--- src/design/car_consts.svh ---
`ifndef CAR_CONSTS_SVH
`define CAR_CONSTS_SVH

// One NEC unit of 562.5 us at 50 MHz
`define IR_UNIT_CYCLES 28125

`define PWM_PERIOD 16

// High cycles per PWM period
`define DUTY_SLOW   4
`define DUTY_MEDIUM 8
`define DUTY_FAST   16

`endif

--- src/design/remote_pkg.sv ---
package remote_pkg;

    typedef logic [7:0] key_code_t;     // NEC command byte

    // Mode keys
    localparam key_code_t KEY_CAM      = 8'h0F;
    localparam key_code_t KEY_IR       = 8'h13;
    localparam key_code_t KEY_IDLE     = 8'h10;

    localparam key_code_t KEY_STOP     = 8'h0C;
    localparam key_code_t KEY_LEFT     = 8'h07;
    localparam key_code_t KEY_RIGHT    = 8'h09;
    localparam key_code_t KEY_FAST     = 8'h02;
    localparam key_code_t KEY_MEDIUM   = 8'h05;
    localparam key_code_t KEY_SLOW     = 8'h08;
    localparam key_code_t KEY_REVERSE  = 8'h00;
    localparam key_code_t KEY_LREVERSE = 8'h11;
    localparam key_code_t KEY_RREVERSE = 8'h18;

    typedef struct packed {
        logic [7:0] cmd_inv;            // Last byte on air
        key_code_t  cmd;
        logic [7:0] addr_inv;
        logic [7:0] addr;               // First byte on air
    } ir_fields_t;

    typedef union packed {
        logic [31:0] raw;
        ir_fields_t  fields;
    } ir_frame_u;

endpackage

--- src/design/drive_pkg.sv ---
package drive_pkg;

    typedef enum logic [1:0] {
        MODE_IDLE = 2'd0,
        MODE_CAM  = 2'd1,
        MODE_IR   = 2'd2
    } run_mode_t;

    typedef enum logic [1:0] {
        SEARCH = 2'd0,
        FOLLOW = 2'd1,
        PAUSE  = 2'd3                   // Outside camera mode
    } track_state_t;

    typedef enum logic [3:0] {
        STOP     = 4'd0,
        LEFT     = 4'd1,
        RIGHT    = 4'd2,
        SLOW     = 4'd3,
        MEDIUM   = 4'd4,
        FAST     = 4'd5,
        REVERSE  = 4'd6,
        LREVERSE = 4'd7,
        RREVERSE = 4'd8
    } drive_cmd_t;

endpackage

--- src/design/ir_nec_receiver.sv ---
`timescale 1ns/1ps
`include "car_consts.svh"

module ir_nec_receiver #(
    parameter int unit_cycles = `IR_UNIT_CYCLES
) (
    input  logic                  clk_50,
    input  logic                  reset,
    input  logic                  ir_rx,
    input  logic                  key_ack,
    output logic                  key_req,
    output remote_pkg::key_code_t key_code
);
    import remote_pkg::*;

    typedef enum logic [2:0] {
        RX_IDLE,
        RX_LEAD_LOW,
        RX_LEAD_HIGH,
        RX_BIT_LOW,
        RX_BIT_HIGH
    } rx_state_t;

    localparam int DIV_W = $clog2(unit_cycles + 1);

    rx_state_t        rx_state;
    logic [DIV_W-1:0] div_cnt;
    logic [4:0]       width;            // Whole units since last edge
    logic             ir_prev;
    logic [5:0]       bit_cnt;
    ir_frame_u        frame;
    logic             frame_done;
    logic             fall_edge;
    logic             rise_edge;
    logic             load_key;

    assign fall_edge = ir_prev & ~ir_rx;
    assign rise_edge = ~ir_prev & ir_rx;
    assign load_key  = frame_done && !key_req && !key_ack &&
                       (frame.fields.cmd == ~frame.fields.cmd_inv) &&
                       (frame.fields.addr == ~frame.fields.addr_inv);

    always_ff @(posedge clk_50) begin
        if (reset) begin
            ir_prev <= 1'b1;
            div_cnt <= '0;
            width   <= '0;
        end else begin
            ir_prev <= ir_rx;
            if (fall_edge || rise_edge) begin
                div_cnt <= '0;
                width   <= '0;
            end else if (div_cnt == DIV_W'(unit_cycles - 1)) begin
                div_cnt <= '0;
                if (width != 5'h1F)
                    width <= width + 5'd1;  // Saturates
            end else begin
                div_cnt <= div_cnt + 1'b1;
            end
        end
    end

    always_ff @(posedge clk_50) begin
        if (reset) begin
            rx_state   <= RX_IDLE;
            bit_cnt    <= '0;
            frame_done <= 1'b0;
        end else begin
            frame_done <= 1'b0;
            case (rx_state)
                RX_IDLE: begin
                    if (fall_edge)
                        rx_state <= RX_LEAD_LOW;
                end
                RX_LEAD_LOW: begin
                    if (rise_edge)
                        rx_state <= (width >= 5'd12) ? RX_LEAD_HIGH : RX_IDLE;
                end
                RX_LEAD_HIGH: begin
                    if (fall_edge) begin
                        rx_state <= (width >= 5'd6) ? RX_BIT_LOW : RX_LEAD_LOW;
                        bit_cnt  <= '0;
                    end
                end
                RX_BIT_LOW: begin
                    if (rise_edge && bit_cnt == 6'd32) begin
                        rx_state   <= RX_IDLE;  // Stop burst done
                        frame_done <= 1'b1;
                    end else if (rise_edge) begin
                        rx_state <= RX_BIT_HIGH;
                    end else if (width > 5'd2) begin
                        rx_state <= RX_IDLE;    // Burst too long
                    end
                end
                RX_BIT_HIGH: begin
                    if (fall_edge) begin
                        bit_cnt  <= bit_cnt + 6'd1;
                        rx_state <= RX_BIT_LOW;
                    end else if (width > 5'd4) begin
                        rx_state <= RX_IDLE;    // Lost the frame
                    end
                end
                default: rx_state <= RX_IDLE;
            endcase
        end
    end

    // Long space is a 1, bits arrive LSB first
    always_ff @(posedge clk_50) begin
        if (rx_state == RX_BIT_HIGH && fall_edge)
            frame.raw <= {(width >= 5'd2), frame.raw[31:1]};
    end

    always_ff @(posedge clk_50) begin
        if (reset)
            key_req <= 1'b0;
        else if (key_req && key_ack)
            key_req <= 1'b0;
        else if (load_key)
            key_req <= 1'b1;
    end

    always_ff @(posedge clk_50) begin
        if (load_key)
            key_code <= frame.fields.cmd;
    end

endmodule

--- src/design/mode_controller.sv ---
`timescale 1ns/1ps

module mode_controller (
    input  logic                    clk_50,
    input  logic                    reset,
    input  logic                    key_req,
    input  remote_pkg::key_code_t   key_code,
    input  logic [2:0]              cam_direction,
    input  logic [1:0]              speed,
    input  logic                    orange_detected,
    output logic                    key_ack,
    output drive_pkg::run_mode_t    mode,
    output drive_pkg::track_state_t track_state,
    output drive_pkg::drive_cmd_t   drive_cmd,
    output logic                    mode_changed
);
    import remote_pkg::*;
    import drive_pkg::*;

    run_mode_t    next_mode;
    track_state_t next_track;
    drive_cmd_t   next_drive;
    drive_cmd_t   manual_cmd;
    drive_cmd_t   next_manual;
    logic         key_event;

    assign key_event = key_req && !key_ack;     // First cycle of a request

    always_comb begin
        next_mode = mode;
        if (key_event) begin
            case (mode)
                MODE_IDLE: begin
                    if (key_code == KEY_CAM)
                        next_mode = MODE_CAM;
                    else if (key_code == KEY_IR)
                        next_mode = MODE_IR;
                end
                MODE_CAM: begin
                    if (key_code == KEY_IR)
                        next_mode = MODE_IR;
                    else if (key_code == KEY_IDLE)
                        next_mode = MODE_IDLE;
                end
                MODE_IR: begin
                    if (key_code == KEY_CAM)
                        next_mode = MODE_CAM;
                    else if (key_code == KEY_IDLE)
                        next_mode = MODE_IDLE;
                end
                default: next_mode = MODE_IDLE;
            endcase
        end
    end

    always_comb begin
        if (next_mode != MODE_CAM)
            next_track = PAUSE;
        else if (track_state == PAUSE)
            next_track = SEARCH;            // Entering camera mode
        else
            next_track = orange_detected ? FOLLOW : SEARCH;
    end

    always_comb begin
        next_manual = manual_cmd;
        if (mode != MODE_IR) begin
            next_manual = STOP;             // Starts from STOP in IR mode
        end else if (key_event) begin
            case (key_code)
                KEY_STOP:     next_manual = STOP;
                KEY_LEFT:     next_manual = LEFT;
                KEY_RIGHT:    next_manual = RIGHT;
                KEY_FAST:     next_manual = FAST;
                KEY_MEDIUM:   next_manual = MEDIUM;
                KEY_SLOW:     next_manual = SLOW;
                KEY_REVERSE:  next_manual = REVERSE;
                KEY_LREVERSE: next_manual = LREVERSE;
                KEY_RREVERSE: next_manual = RREVERSE;
                default:      next_manual = manual_cmd;
            endcase
        end
    end

    always_comb begin
        next_drive = STOP;
        if (speed != 2'b11) begin
            if (next_mode == MODE_CAM) begin
                if (cam_direction == 3'b010)
                    next_drive = RIGHT;
                else if (cam_direction == 3'b001)
                    next_drive = LEFT;
                else if (next_track == FOLLOW && cam_direction == 3'b011)
                    next_drive = (speed == 2'b00) ? SLOW :
                                 (speed == 2'b01) ? MEDIUM : FAST;
            end else if (next_mode == MODE_IR) begin
                if (orange_detected && cam_direction == 3'b010)
                    next_drive = LEFT;      // Steer away from obstacle
                else if (orange_detected && cam_direction == 3'b001)
                    next_drive = RIGHT;
                else
                    next_drive = next_manual;
            end
        end
    end

    always_ff @(posedge clk_50) begin
        if (reset) begin
            key_ack      <= 1'b0;
            mode         <= MODE_IDLE;
            track_state  <= PAUSE;
            drive_cmd    <= STOP;
            manual_cmd   <= STOP;
            mode_changed <= 1'b0;
        end else begin
            key_ack      <= key_req;
            mode         <= next_mode;
            track_state  <= next_track;
            drive_cmd    <= next_drive;
            manual_cmd   <= next_manual;
            mode_changed <= (next_mode != mode) || (next_track != track_state);
        end
    end

endmodule

--- src/design/motor_pwm.sv ---
`timescale 1ns/1ps
`include "car_consts.svh"

module motor_pwm (
    input  logic                  clk_50,
    input  logic                  reset,
    input  drive_pkg::drive_cmd_t drive_cmd,
    input  logic                  mode_changed,
    output logic                  motor_left_pwm,
    output logic                  motor_right_pwm,
    output logic                  motor_left_rev,
    output logic                  motor_right_rev
);
    import drive_pkg::*;

    localparam int CNT_W  = $clog2(`PWM_PERIOD);
    localparam int DUTY_W = $clog2(`PWM_PERIOD + 1);

    logic [CNT_W-1:0]  period_cnt;
    logic [DUTY_W-1:0] left_duty;
    logic [DUTY_W-1:0] right_duty;
    logic              left_rev;
    logic              right_rev;

    always_comb begin
        left_duty  = '0;
        right_duty = '0;
        left_rev   = 1'b0;
        right_rev  = 1'b0;
        case (drive_cmd)
            LEFT:     right_duty = DUTY_W'(`DUTY_MEDIUM);
            RIGHT:    left_duty  = DUTY_W'(`DUTY_MEDIUM);
            SLOW: begin
                left_duty  = DUTY_W'(`DUTY_SLOW);
                right_duty = DUTY_W'(`DUTY_SLOW);
            end
            MEDIUM: begin
                left_duty  = DUTY_W'(`DUTY_MEDIUM);
                right_duty = DUTY_W'(`DUTY_MEDIUM);
            end
            FAST: begin
                left_duty  = DUTY_W'(`DUTY_FAST);
                right_duty = DUTY_W'(`DUTY_FAST);
            end
            REVERSE: begin
                left_duty  = DUTY_W'(`DUTY_MEDIUM);
                right_duty = DUTY_W'(`DUTY_MEDIUM);
                left_rev   = 1'b1;
                right_rev  = 1'b1;
            end
            LREVERSE: begin
                right_duty = DUTY_W'(`DUTY_MEDIUM);
                right_rev  = 1'b1;
            end
            RREVERSE: begin
                left_duty  = DUTY_W'(`DUTY_MEDIUM);
                left_rev   = 1'b1;
            end
            default: left_rev = 1'b0;       // STOP
        endcase
    end

    always_ff @(posedge clk_50) begin
        if (reset)
            period_cnt <= '0;
        else if (mode_changed || period_cnt == CNT_W'(`PWM_PERIOD - 1))
            period_cnt <= '0;               // Realign on state change
        else
            period_cnt <= period_cnt + 1'b1;
    end

    always_ff @(posedge clk_50) begin
        if (reset) begin
            motor_left_pwm  <= 1'b0;
            motor_right_pwm <= 1'b0;
            motor_left_rev  <= 1'b0;
            motor_right_rev <= 1'b0;
        end else begin
            motor_left_pwm  <= DUTY_W'(period_cnt) < left_duty;
            motor_right_pwm <= DUTY_W'(period_cnt) < right_duty;
            motor_left_rev  <= left_rev;
            motor_right_rev <= right_rev;
        end
    end

endmodule

--- src/design/status_display.sv ---
`timescale 1ns/1ps

module status_display (
    input  drive_pkg::run_mode_t    mode,
    input  drive_pkg::track_state_t track_state,
    input  drive_pkg::drive_cmd_t   drive_cmd,
    output logic [6:0]              hex0,
    output logic [6:0]              hex1,
    output logic [6:0]              hex2,
    output logic [6:0]              hex3,
    output logic [6:0]              hex4,
    output logic [6:0]              hex5,
    output logic [6:0]              hex6,
    output logic [6:0]              hex7
);
    import drive_pkg::*;

    // Active low with segment g in bit 6
    localparam logic [6:0] SEG_BLANK = 7'b1111111;
    localparam logic [6:0] SEG_A     = 7'b0001000;
    localparam logic [6:0] SEG_C     = 7'b1000110;
    localparam logic [6:0] SEG_D     = 7'b0100001;
    localparam logic [6:0] SEG_E     = 7'b0000110;
    localparam logic [6:0] SEG_F     = 7'b0001110;
    localparam logic [6:0] SEG_G     = 7'b0000010;
    localparam logic [6:0] SEG_H     = 7'b0001001;
    localparam logic [6:0] SEG_I     = 7'b1111001;
    localparam logic [6:0] SEG_L     = 7'b1000111;
    localparam logic [6:0] SEG_O     = 7'b1000000;
    localparam logic [6:0] SEG_P     = 7'b0001100;
    localparam logic [6:0] SEG_R     = 7'b0101111;
    localparam logic [6:0] SEG_S     = 7'b0010010;
    localparam logic [6:0] SEG_T     = 7'b0000111;
    localparam logic [6:0] SEG_1     = 7'b1111001;
    localparam logic [6:0] SEG_2     = 7'b0100100;
    localparam logic [6:0] SEG_3     = 7'b0110000;

    assign hex5 = SEG_BLANK;

    always_comb begin
        case (mode)
            MODE_CAM: {hex7, hex6} = {SEG_C, SEG_A};
            MODE_IR:  {hex7, hex6} = {SEG_I, SEG_R};
            default:  {hex7, hex6} = {SEG_I, SEG_D};
        endcase
    end

    always_comb begin
        case (track_state)
            SEARCH:  hex4 = SEG_S;
            FOLLOW:  hex4 = SEG_F;
            PAUSE:   hex4 = SEG_P;
            default: hex4 = SEG_BLANK;
        endcase
    end

    always_comb begin
        case (drive_cmd)
            STOP:    {hex3, hex2, hex1, hex0} = {SEG_S, SEG_T, SEG_O, SEG_P};
            LEFT:    {hex3, hex2, hex1, hex0} = {SEG_L, SEG_E, SEG_F, SEG_T};
            RIGHT:   {hex3, hex2, hex1, hex0} = {SEG_R, SEG_G, SEG_H, SEG_T};
            SLOW:    {hex3, hex2, hex1, hex0} = {SEG_S, SEG_P, SEG_BLANK, SEG_1};
            MEDIUM:  {hex3, hex2, hex1, hex0} = {SEG_S, SEG_P, SEG_BLANK, SEG_2};
            FAST:    {hex3, hex2, hex1, hex0} = {SEG_S, SEG_P, SEG_BLANK, SEG_3};
            default: {hex3, hex2, hex1, hex0} = {4{SEG_BLANK}};   // Reverse moves
        endcase
    end

endmodule

--- src/design/car_top.sv ---
`timescale 1ns/1ps
`include "car_consts.svh"

module car_top #(
    parameter int unit_cycles = `IR_UNIT_CYCLES
) (
    input  logic                    clk_50,
    input  logic                    reset,
    input  logic                    ir_rx,
    input  logic [2:0]              cam_direction,
    input  logic [1:0]              speed,
    input  logic                    orange_detected,
    output drive_pkg::run_mode_t    mode,
    output drive_pkg::track_state_t track_state,
    output drive_pkg::drive_cmd_t   drive_cmd,
    output logic                    motor_left_pwm,
    output logic                    motor_right_pwm,
    output logic                    motor_left_rev,
    output logic                    motor_right_rev,
    output logic [6:0]              hex0,
    output logic [6:0]              hex1,
    output logic [6:0]              hex2,
    output logic [6:0]              hex3,
    output logic [6:0]              hex4,
    output logic [6:0]              hex5,
    output logic [6:0]              hex6,
    output logic [6:0]              hex7
);
    import remote_pkg::*;

    logic      key_req;
    logic      key_ack;
    key_code_t key_code;
    logic      mode_changed;

    ir_nec_receiver #(
        .unit_cycles(unit_cycles)
    ) u_receiver (
        .clk_50   (clk_50),
        .reset    (reset),
        .ir_rx    (ir_rx),
        .key_ack  (key_ack),
        .key_req  (key_req),
        .key_code (key_code)
    );

    mode_controller u_controller (
        .clk_50          (clk_50),
        .reset           (reset),
        .key_req         (key_req),
        .key_code        (key_code),
        .cam_direction   (cam_direction),
        .speed           (speed),
        .orange_detected (orange_detected),
        .key_ack         (key_ack),
        .mode            (mode),
        .track_state     (track_state),
        .drive_cmd       (drive_cmd),
        .mode_changed    (mode_changed)
    );

    motor_pwm u_motor (
        .clk_50          (clk_50),
        .reset           (reset),
        .drive_cmd       (drive_cmd),
        .mode_changed    (mode_changed),
        .motor_left_pwm  (motor_left_pwm),
        .motor_right_pwm (motor_right_pwm),
        .motor_left_rev  (motor_left_rev),
        .motor_right_rev (motor_right_rev)
    );

    status_display u_display (
        .mode        (mode),
        .track_state (track_state),
        .drive_cmd   (drive_cmd),
        .hex0        (hex0),
        .hex1        (hex1),
        .hex2        (hex2),
        .hex3        (hex3),
        .hex4        (hex4),
        .hex5        (hex5),
        .hex6        (hex6),
        .hex7        (hex7)
    );

endmodule

--- config.mk ---
export PLATFORM = sky130hd
export DESIGN_NAME = car_top
export DESIGN_NICKNAME = d
export VERILOG_FILES = /design/src/design/remote_pkg.sv /design/src/design/drive_pkg.sv /design/src/design/ir_nec_receiver.sv /design/src/design/mode_controller.sv /design/src/design/motor_pwm.sv /design/src/design/status_display.sv /design/src/design/car_top.sv
export VERILOG_INCLUDE_DIRS = /design/src /design/src/design
export SDC_FILE = /design/constraint.sdc
export NUM_CORES = 1
export LEC_CHECK = 0
export BUFFER_PORTS_ARGS = -buffer_cell sky130_fd_sc_hd__buf_2
export CORE_AREA = 2 2 111 86
export DETAILED_ROUTE_END_ITERATION = 10
export DIE_AREA = 0 0 113 88
export HOLD_SLACK_MARGIN = 0.02
export PLACE_DENSITY = 0.86
export SLEW_MARGIN = 20
export SYNTH_ARGS = -nofsm -noshare
export SYNTH_HDL_FRONTEND = slang
export SYNTH_SLANG_ARGS = --single-unit
--- constraint.sdc ---
create_clock -name clk_50 -period 3 [get_ports clk_50]
set_input_delay 0.6 -clock clk_50 [delete_from_list [all_inputs] [get_ports clk_50]]
set_output_delay 0.6 -clock clk_50 [all_outputs]
set_load 0.1 [all_outputs]
==> impl_metrics.tcl, run 1 <==
set metrics [dict create \
    area_growth_pct 13.5 \
    max_stage_delay_ns 0.65 \
    drive_gt1_share_pct 23.0 \
    cp.required_ns 2.40 \
    end_kind "output port" \
    antenna_found_initial 0 \
    num_vias 3527 \
    crit_path_start_kind "flip-flop" \
    viasPerCell 5.43 \
    cts_tree "built" \
    p_leak_uw 0.00216 \
    relSlewSlack_pct 47.5 \
    path_delay_family "compound AO/OA/AOI/OAI gates" \
    pre_cts_ws_ns 0.698 \
    synth_flop_cell "dfxtp_1" \
    numCtsBuffers 9 \
    die_w_microns 113 \
    period_needed_ns 2.63 \
    n_fill_cell 727 \
    synth_edf_count 40 \
    clock_path_buffers 2 \
    drt-total-wl_microns 9400 \
    numClockSinks 94 \
    synthArstFlopShare_pct 0 \
    clock_skew_ns 0.00931 \
    rows 30 \
    ys_types 61 \
    hold_class "reg -> reg" \
    outcome "complete, but fails checks" \
    fin_nets 560 \
    ant_nets 0 \
    use_met1_pct 24.4 \
    cts_resized 0 \
    ys_top_cells_by_area "edfxtp_1 (25%), dfxtp_1 (23%), nor2_1 (5.0%), ha_1 (4.7%), xnor2_1 (4.4%)" \
    cts-hold-fix-buffers 0 \
    root_buffer "clkbuf_16" \
    setup_ws_ns 0.371 \
    drtIter0Drc 226 \
    grt_pass1_vias 3325 \
    place_inst 634 \
    ys_seq_area_share_pct 47.9 \
    firstDrtPassIters 8 \
    failed_checks "DRC" \
    die_h_microns 88 \
    die_area_sq_mm 0.00994 \
    grt_util_met3_pct 4.50 \
    gp_congestion 0.885 \
    gr-total-overflow 0 \
    worstMarginPinSlew_ns 0.787 \
    place_area_sq_mm 0.00510 \
    initial_utilization_pct 53.8 \
    critPathMaxFanout 17 \
    cts.htree.levels 3 \
    postCtsSetupRepairBufs 0 \
    synth_area_sq_mm 0.00477 \
    cpMaxStageDelayCell "a21oi_1" \
    yosys.area.top_type "edfxtp_1" \
    grt_first_pass_wirelength_microns 15400 \
    p_per_area_mw_per_mm2 541 \
    critPathKind "reg -> out" \
    maxCapViolCount 0 \
    crit_path_cell_trace "a21oi_1 -> o21ai_2 -> nand2b_2 -> buf_2" \
    grtUsageTotal_pct 19.5 \
    fin_setup_tns_ns 0 \
    ys_seq_elements 94 \
    antenna_cells 0 \
    drcViolationCount 5 \
    fin_area_sq_mm 0.00541 \
    peakVddDrop_v 0.000334 \
    clk_latency_ns 0.34 \
    grt_start_max_net_pins 33 \
    io_pins 77 \
    finalHoldViolations 0 \
    rsz0062_at_grt "false" \
    core-area_sq_mm 0.00886 \
    hpwl_microns 6850 \
    fmax_mhz 380 \
    synthCells 485 \
    use_met2_pct 33.3 \
    netlist.area_leader.share_pct 25.2 \
    stdcell_count 650 \
    ys_warn_count 0 \
    critical_path_buf_inv_count 1 \
    finalSetupViolCount 0 \
    avgRoutedWirePerCell_microns 14.5 \
    postSynthAreaPerCell_sq_um 9.83 \
    slew_violations 0 \
    port_buffers 65 \
    grt_busiest_layer "met2" \
    period_share_pct 87.6 \
    cts.clk_slew.worst_paths_ns 0.07 \
    cp.arrival_ns 2.03 \
]
==> cell usage after synthesis (all sizes together), types with 7 or more instances <==
| library cell | instances |
|---|---|
| nor2 | 64 |
| buf | 31 |
| a21oi | 19 |
| xnor2 | 24 |
| nor2b | 13 |
| nor3 | 8 |
| nand2b | 12 |
| nand3 | 15 |
| xor2 | 16 |
| edfxtp | 40 |
| or2 | 9 |
| and3 | 7 |
| dfxtp | 54 |
| o21ai | 10 |
| nand2 | 39 |
| inv | 22 |
| ha | 18 |
| clkbuf | 9 |
==> worst paths after layout <==
| check | startpoint | end | slack (ns) | cells past startpoint |
|---|---|---|---|---|
| setup / recovery | u_controller.drive_cmd[1] | hex0[3] | 0.37 | 4 |
| hold / removal | u_motor.period_cnt[0] | u_motor.period_cnt[0] | 0.46 | 1 |
| setup reg to reg | u_receiver.key_code[3] | u_controller.drive_cmd[1] | 0.66 | 7 |
| hold reg to reg | u_motor.period_cnt[0] | u_motor.period_cnt[0] | 0.46 | 1 |
==> layer usage <==
metal | routed length [microns] | vias to the layer above | part of all wire, %
met4 | 158 | 0 | 1.7
met5 | 0 | - | 0
met2 | 4640 | 74 | 49
met3 | 363 | 19 | 3.9
met1 | 4250 | 1701 | 45
li1 | - | 1733 | -
==> power breakdown <==
part | leakage, uW | internal, uW | switching, uW
Combinational | 0.00121 | 69.9 | 333
Clock | 0.000146 | 659 | 502
Sequential | 0.000800 | 1340 | 25.2
==> per-stage QoR <==
| stage | hold slack, ns | total power, uW | utilization [%] |
|---|---|---|---|
| after global routing | 0.482 | 3020 | 61.1 |
| after detailed placement | 0.440 | 1790 | 57.6 |
| after floorplan | 0.396 | 1760 | - |
| final | 0.460 | 2930 | 61.1 |
| after global placement | 0.428 | 1780 | 57.6 |
| after CTS | 0.462 | 2940 | 61.1 |
==> registers in the layout, summed over array words and instances (netlist names) <==
| register | flops |
|---|---|
| u_controller.manual_cmd | 4 |
| u_motor.period_cnt | 4 |
| u_controller.mode | 2 |
| u_motor.motor_right_rev | 1 |
| u_motor.motor_left_rev | 1 |
| u_receiver.key_req | 1 |
| u_controller.drive_cmd | 4 |
| u_receiver.bit_cnt | 6 |
| u_receiver.div_cnt | 15 |
| u_receiver.key_code | 8 |
| u_receiver.frame_done | 1 |
| u_receiver.frame | 32 |
| u_receiver.width | 5 |
| u_receiver.ir_prev | 1 |
| u_motor.motor_left_pwm | 1 |
| u_controller.mode_changed | 1 |
| u_receiver.rx_state | 3 |
| u_controller.key_ack | 1 |
| u_controller.track_state | 2 |
| u_motor.motor_right_pwm | 1 |
==> cells by family after synthesis <==
kind of cell / synth area share [%]
and+or+nand+nor: 22.1
other: 0.158
buffers and inverters: 7.38
xor gates and xnor gates: 7.35
adders and majority gates: 4.72
muxes: 1.50
AOI/OAI and AO/OA: 8.95
DFF: 47.9
==> final cells by class <==
cell class,count,area (sq um),area share [%]
Tap cell,112,140,2.59
Multi-Input combinational cell,338,2230,41.3
Timing Repair Buffer,68,348,6.43
Sequential cell,94,2290,42.4
Clock buffer,9,225,4.16
Clock inverter,7,81.3,1.50
Inverter,22,90.1,1.67
==> cells in the final DEF (no fill, tap or decap), types with 3 or more instances in the layout <==
master and n:
inv_1 20, nor4_1 6, a21oi_1 17, nand4_1 6, mux2i_1 6, nor4b_1 5
nor2_1 63, buf_4 3, o21ai_0 8, clkinvlp_4 4, nand2b_1 11, xor2_1 16
or2_2 7, clkbuf_16 9, xnor2_1 24, nand2_1 34, o31ai_1 4, buf_2 65
nand3_1 15, nand2_4 3, ha_1 17, and3_1 7, conb_1 11, edfxtp_1 40
dfxtp_1 48, nor3_1 8, a22o_1 3, a31oi_1 4, dfxtp_2 5, nor2b_1 11
nand3b_1 4
No activity file was read; power rests on OpenSTA's default activity.
==> inputs of run 2 (changes only) <==
Settings changed: CORE_AREA 2 2 111 86 to 2 2 115 89, DIE_AREA 0 0 113 88 to 0 0 117 91, PLACE_DENSITY 0.86 to 0.84.
Clock period 3 ns to 2.2 ns, I/O delays scaled along.
==> run 2 against run 1 <==
Compared with the run above:
- the run ends with setup timing left
- via count increased by 5.0%
- cell area increased by 14%
- combinational power increased by 44%
- critical path depth increased by 3
- clock power increased by 47%
- global-route usage about the same
- flip-flop and latch count unchanged
- cell count increased by 8.5%
==> impl_metrics.tcl, run 2 (synthesis gave the netlist of run 1 again) <==
set metrics [dict create \
    outcome "complete, but fails checks" \
    failed_checks "setup timing" \
    cp.required_ns 2.48 \
    p_leak_uw 0.00239 \
    reg2reg_slack_ns -0.23 \
    antenna_found_initial 0 \
    gp_congestion 0.892 \
    num_vias 3704 \
    fmax_mhz 411 \
    clock_path_buffers 2 \
    viasPerCell 5.25 \
    clock_skew_ns 0.0107 \
    r2r-start "u_receiver.key_code[4]" \
    cts.htree.levels 3 \
    maxCapViolCount 0 \
    critPathMaxFanout 6 \
    die_w_microns 117 \
    hpwl_microns 7060 \
    final_cell_mix "nor2_1 (58), buf_2 (54), dfxtp_1 (46)" \
    core-area_sq_mm 0.00950 \
    drt-total-wl_microns 11000 \
    fin_setup_tns_ns -0.808 \
    initial_utilization_pct 50.2 \
    drive_gt1_share_pct 33.5 \
    cts_tree "built" \
    crit_path_start_kind "flip-flop" \
    gr-total-overflow 0 \
    numCtsBuffers 9 \
    area_growth_pct 28.9 \
    period_needed_ns 2.43 \
    numClockSinks 94 \
    relSlewSlack_pct 64.2 \
    startpoint "u_receiver.key_code[4]" \
    period_share_pct 111 \
    firstDrtPassIters 4 \
    top_regs "u_receiver.frame: 32 flops, u_receiver.div_cnt: 15 flops, u_receiver.key_code: 8 flops" \
    die_area_sq_mm 0.0106 \
    critPathKind "reg -> reg" \
    cp.arrival_ns 2.71 \
    place_inst 664 \
    setup_ws_ns -0.234 \
    rows 31 \
    cts.clk_slew.worst_paths_ns 0.07 \
    peakVddDrop_v 0.000578 \
    antenna_cells 0 \
    die_h_microns 91 \
    io_pins 77 \
    p_per_area_mw_per_mm2 673 \
    cts-hold-fix-buffers 0 \
    grt_first_pass_wirelength_microns 16500 \
    drcViolationCount 0 \
    largest_reg_flops 32 \
    grt_pass1_vias 3493 \
    drtIter0Drc 224 \
    largest-register "u_receiver.frame" \
    ant_nets 0 \
    final_common_cell "nor2_1" \
    fin_nets 595 \
    worstMarginPinSlew_ns 0.538 \
    grtUsageTotal_pct 19.5 \
    root_buffer "clkbuf_16" \
    finalSetupViolCount 6 \
    hold_class "in -> reg" \
    clk_latency_ns 0.34 \
    stdcell_count 705 \
    finalHoldViolations 0 \
    hold_start "ir_rx" \
    port_buffers 65 \
    avgRoutedWirePerCell_microns 15.7 \
    slew_violations 0 \
    grt_start_max_net_pins 33 \
    postLayoutCoreUtil_pct 64.6 \
    end_kind "flip-flop" \
    rsz0062_at_grt "true" \
]
run 2: changes by cell type in the layout (fill, tap and decap cells not counted), sizes merged:
cell / delta
clkinvlp: +3
clkbuf: +8
buf: +31
inv: -7
clkinv: -1
bufinv: +1
run 2: stage by stage:
step	total power [uW]	hold WS, ns	instance area (sq um)	setup slack [ns]
final	4140	0.357	6140	-0.234
after global routing	4280	0.365	6140	-0.318
after CTS	4150	0.357	5890	-0.0186
after detailed placement	2460	0.444	5470	-0.0109
after global placement	2450	0.428	5470	0.0624
after floorplan	2410	0.396	5110	-0.626
run 2: layout make-up:
class	count	area, sq um
fill	719	3360
multi-input combinational	338	2500
sequential	94	2300
timing repair buffer	103	737
clock buffer	13	262
tap	132	165
inverter	22	105
clock inverter	3	67.6
run 2: per-layer routing:
layer  vias to the layer above  share of wire, %  track usage (%)
met2                       124                49             31.5
met5                         -                 0                0
met1                      1755                44             25.6
li1                       1803                 -                -
met4                         0               2.4             5.88
met3                        22               5.0             5.21
run 2: power by group:
part           total, uW  internal (uW)  leakage, uW  switching, uW
clock network       1700           1070     0.000155            629
registers           1860           1820     0.000800           35.7
logic                582            118      0.00144            464
run 2: critical path: stages (launching register included):
cell      delay [ns]
edfxtp_1        0.51
buf_4           0.20
nor2_1          0.26
o221ai_2        0.17
a2111o_1        0.40
or4_4           0.51
a21boi_2        0.15
a32o_1          0.16
run 2: worst paths after layout:
check                              end  depth (start not counted)
min reg2reg      u_motor.period_cnt[0]                          1
max reg2reg  u_controller.drive_cmd[2]                          7
min                 u_receiver.ir_prev                          2
max          u_controller.drive_cmd[2]                          7
run 2: timing repair:
action                                  in CTS  in global routing
gates resized for setup                      7                 28
pin swaps                                    6                 13
setup buffers                                9                 17
cloned                                       0                  0
endpoints found under the hold margin        0                  0
endpoints found under the setup margin      13                 15
==> inputs of run 3 (changes only) <==
Settings changed: CORE_AREA 2 2 115 89 to 2 2 111 86, DIE_AREA 0 0 117 91 to 0 0 113 88, PLACE_DENSITY 0.84 to 0.86.
Clock period 2.2 ns to 2.6 ns, I/O delays scaled along.
==> run 3 against run 2 <==
Compared with the run above:
- the run ends with DRC left
- register-to-register slack improved by 0.51 ns
- critical path depth fell by 2
- global-route usage rose by 0.35 points
- total power fell by 21%
- clock power fell by 29%
- cell count fell by 7.7%
- die area fell by 6.6%
- first-iteration DRC count rose by 12%
- via count fell by 3.8%
- largest power group unchanged
- highest routed layer unchanged
==> impl_metrics.tcl, run 3 (synthesis gave the netlist of run 1 again) <==
set metrics [dict create \
    cp.required_ns 2.08 \
    largest_reg_flops 32 \
    slew_violations 0 \
    maxCapViolCount 0 \
    final_common_cell "buf_2" \
    numCtsBuffers 9 \
    finalHoldViolations 0 \
    hpwl_microns 7070 \
    fin_nets 561 \
    relSlewSlack_pct 60.3 \
    finalSetupViolCount 0 \
    io_pins 77 \
    worstMarginPinSlew_ns 0.595 \
    pre_cts_ws_ns 0.345 \
    clk_latency_ns 0.34 \
    initial_utilization_pct 53.8 \
    drtIter0Drc 250 \
    port_buffers 65 \
    hold_class "in -> reg" \
    clock_skew_ns 0.00982 \
    p_per_area_mw_per_mm2 594 \
    critPathKind "reg -> out" \
    rows 30 \
    ant_nets 0 \
    cts_tree "built" \
    r2r-start "u_receiver.key_code[0]" \
    die_h_microns 88 \
    setup_ws_ns 0.104 \
    crit_path_start_kind "flip-flop" \
    cts-hold-fix-buffers 0 \
    postCtsSetupRepairBufs 0 \
    antenna_cells 0 \
    numClockSinks 94 \
    firstDrtPassIters 8 \
    final_cell_mix "buf_2 (65), nor2_1 (61), dfxtp_1 (47)" \
    drt-total-wl_microns 9640 \
    power_uw 3250 \
    grt_first_pass_wirelength_microns 15600 \
    use_met1_pct 25.4 \
    peakVddDrop_v 0.000379 \
    grt_pass1_vias 3313 \
    fmax_mhz 401 \
    r2r_cells 6 \
    fin_setup_tns_ns 0 \
    core-area_sq_mm 0.00886 \
    gr-total-overflow 0 \
    r2r_end "u_controller.drive_cmd[2]" \
    die_area_sq_mm 0.00994 \
    grt_start_max_net_pins 33 \
    holdPathStages 2 \
    finalHoldWorstSlack_ns 0.398 \
    min_to "u_receiver.ir_prev" \
    period_needed_ns 2.50 \
    antenna_found_initial 0 \
    postLayoutCoreUtil_pct 61.8 \
    use_met2_pct 33.0 \
    grtUsageTotal_pct 19.9 \
    drcViolationCount 6 \
    failed_checks "DRC" \
    grt_busiest_layer "met2" \
    cts.htree.levels 3 \
    outcome "complete, but fails checks" \
    largest-register "u_receiver.frame" \
    period_share_pct 96.0 \
    die_w_microns 113 \
    end_kind "output port" \
    cts.clk_slew.worst_paths_ns 0.07 \
    clock_path_buffers 2 \
    hold_start "ir_rx" \
    cts_resized 0 \
    cp.arrival_ns 1.98 \
    gp_congestion 0.913 \
    area_growth_pct 14.9 \
    drive_gt1_share_pct 24.5 \
    grt_util_met3_pct 5.95 \
    reg2reg_slack_ns 0.28 \
    p_leak_uw 0.00216 \
    startpoint "u_controller.drive_cmd[1]" \
    top_regs "u_receiver.frame: 32 flops, u_receiver.div_cnt: 15 flops, u_receiver.key_code: 8 flops" \
    n_fill_cell 740 \
    viasPerCell 5.48 \
    num_vias 3565 \
    avgRoutedWirePerCell_microns 14.8 \
    root_buffer "clkbuf_16" \
    rsz0062_at_grt "false" \
    critPathMaxFanout 17 \
]
==> run 3: cell type report <==
type,count,area (sq um),share of cell area (%)
clock buffers,10,229,4.18
clock inverters,6,45.0,0.822
inverters,22,93.8,1.71
multi-input cells,338,2300,42.0
flip-flops and latches,94,2300,42.0
well taps,112,140,2.56
repair buffers,69,368,6.72
==> run 3: how the worst max path moves through the flow <==
| stage | to | slack, ns | cells past startpoint |
|---|---|---|---|
| after CTS | hex3[6] | 0.11 | 5 |
| after floorplan | u_controller.mode_changed | -0.25 | 8 |
| after detailed placement | u_controller.drive_cmd[2] | 0.34 | 6 |
| after global placement | u_controller.drive_cmd[2] | 0.44 | 6 |
| final | hex3[6] | 0.10 | 5 |
| after global routing | hex3[6] | 0.04 | 5 |
==> run 3: metal layers <==
layer	vias to the layer above	part of all wire (%)	wire [microns]
li1	1736	-	-
met2	97	48	4600
met4	0	1.2	119
met3	14	5.6	542
met5	-	0	0
met1	1718	45	4390
==> run 3: critical path, cell delays in order, from the launching register on <==
cell and delay [ns]:
dfxtp_2 0.58, xor2_1 0.26, nand2_2 0.15, nand2_4 0.10, and2_4 0.13, buf_2 0.41
==> run 3: where the power goes <==
part / leakage, uW / switching (uW) / total [uW] / internal [uW]
logic: 0.00123 / 385 / 467 / 82.2
registers: 0.000801 / 28.0 / 1570 / 1540
clock network: 0.000133 / 557 / 1210 / 657
==> run 3: metrics by stage <==
step | cell area (sq um) | instances
3_3_place_gp | 5200 | 635
5_1_grt | 5480 | 651
2_1_floorplan | 4990 | 494
3_5_place_dp | 5200 | 635
4_1_cts | 5480 | 651
6_report | 5480 | 651
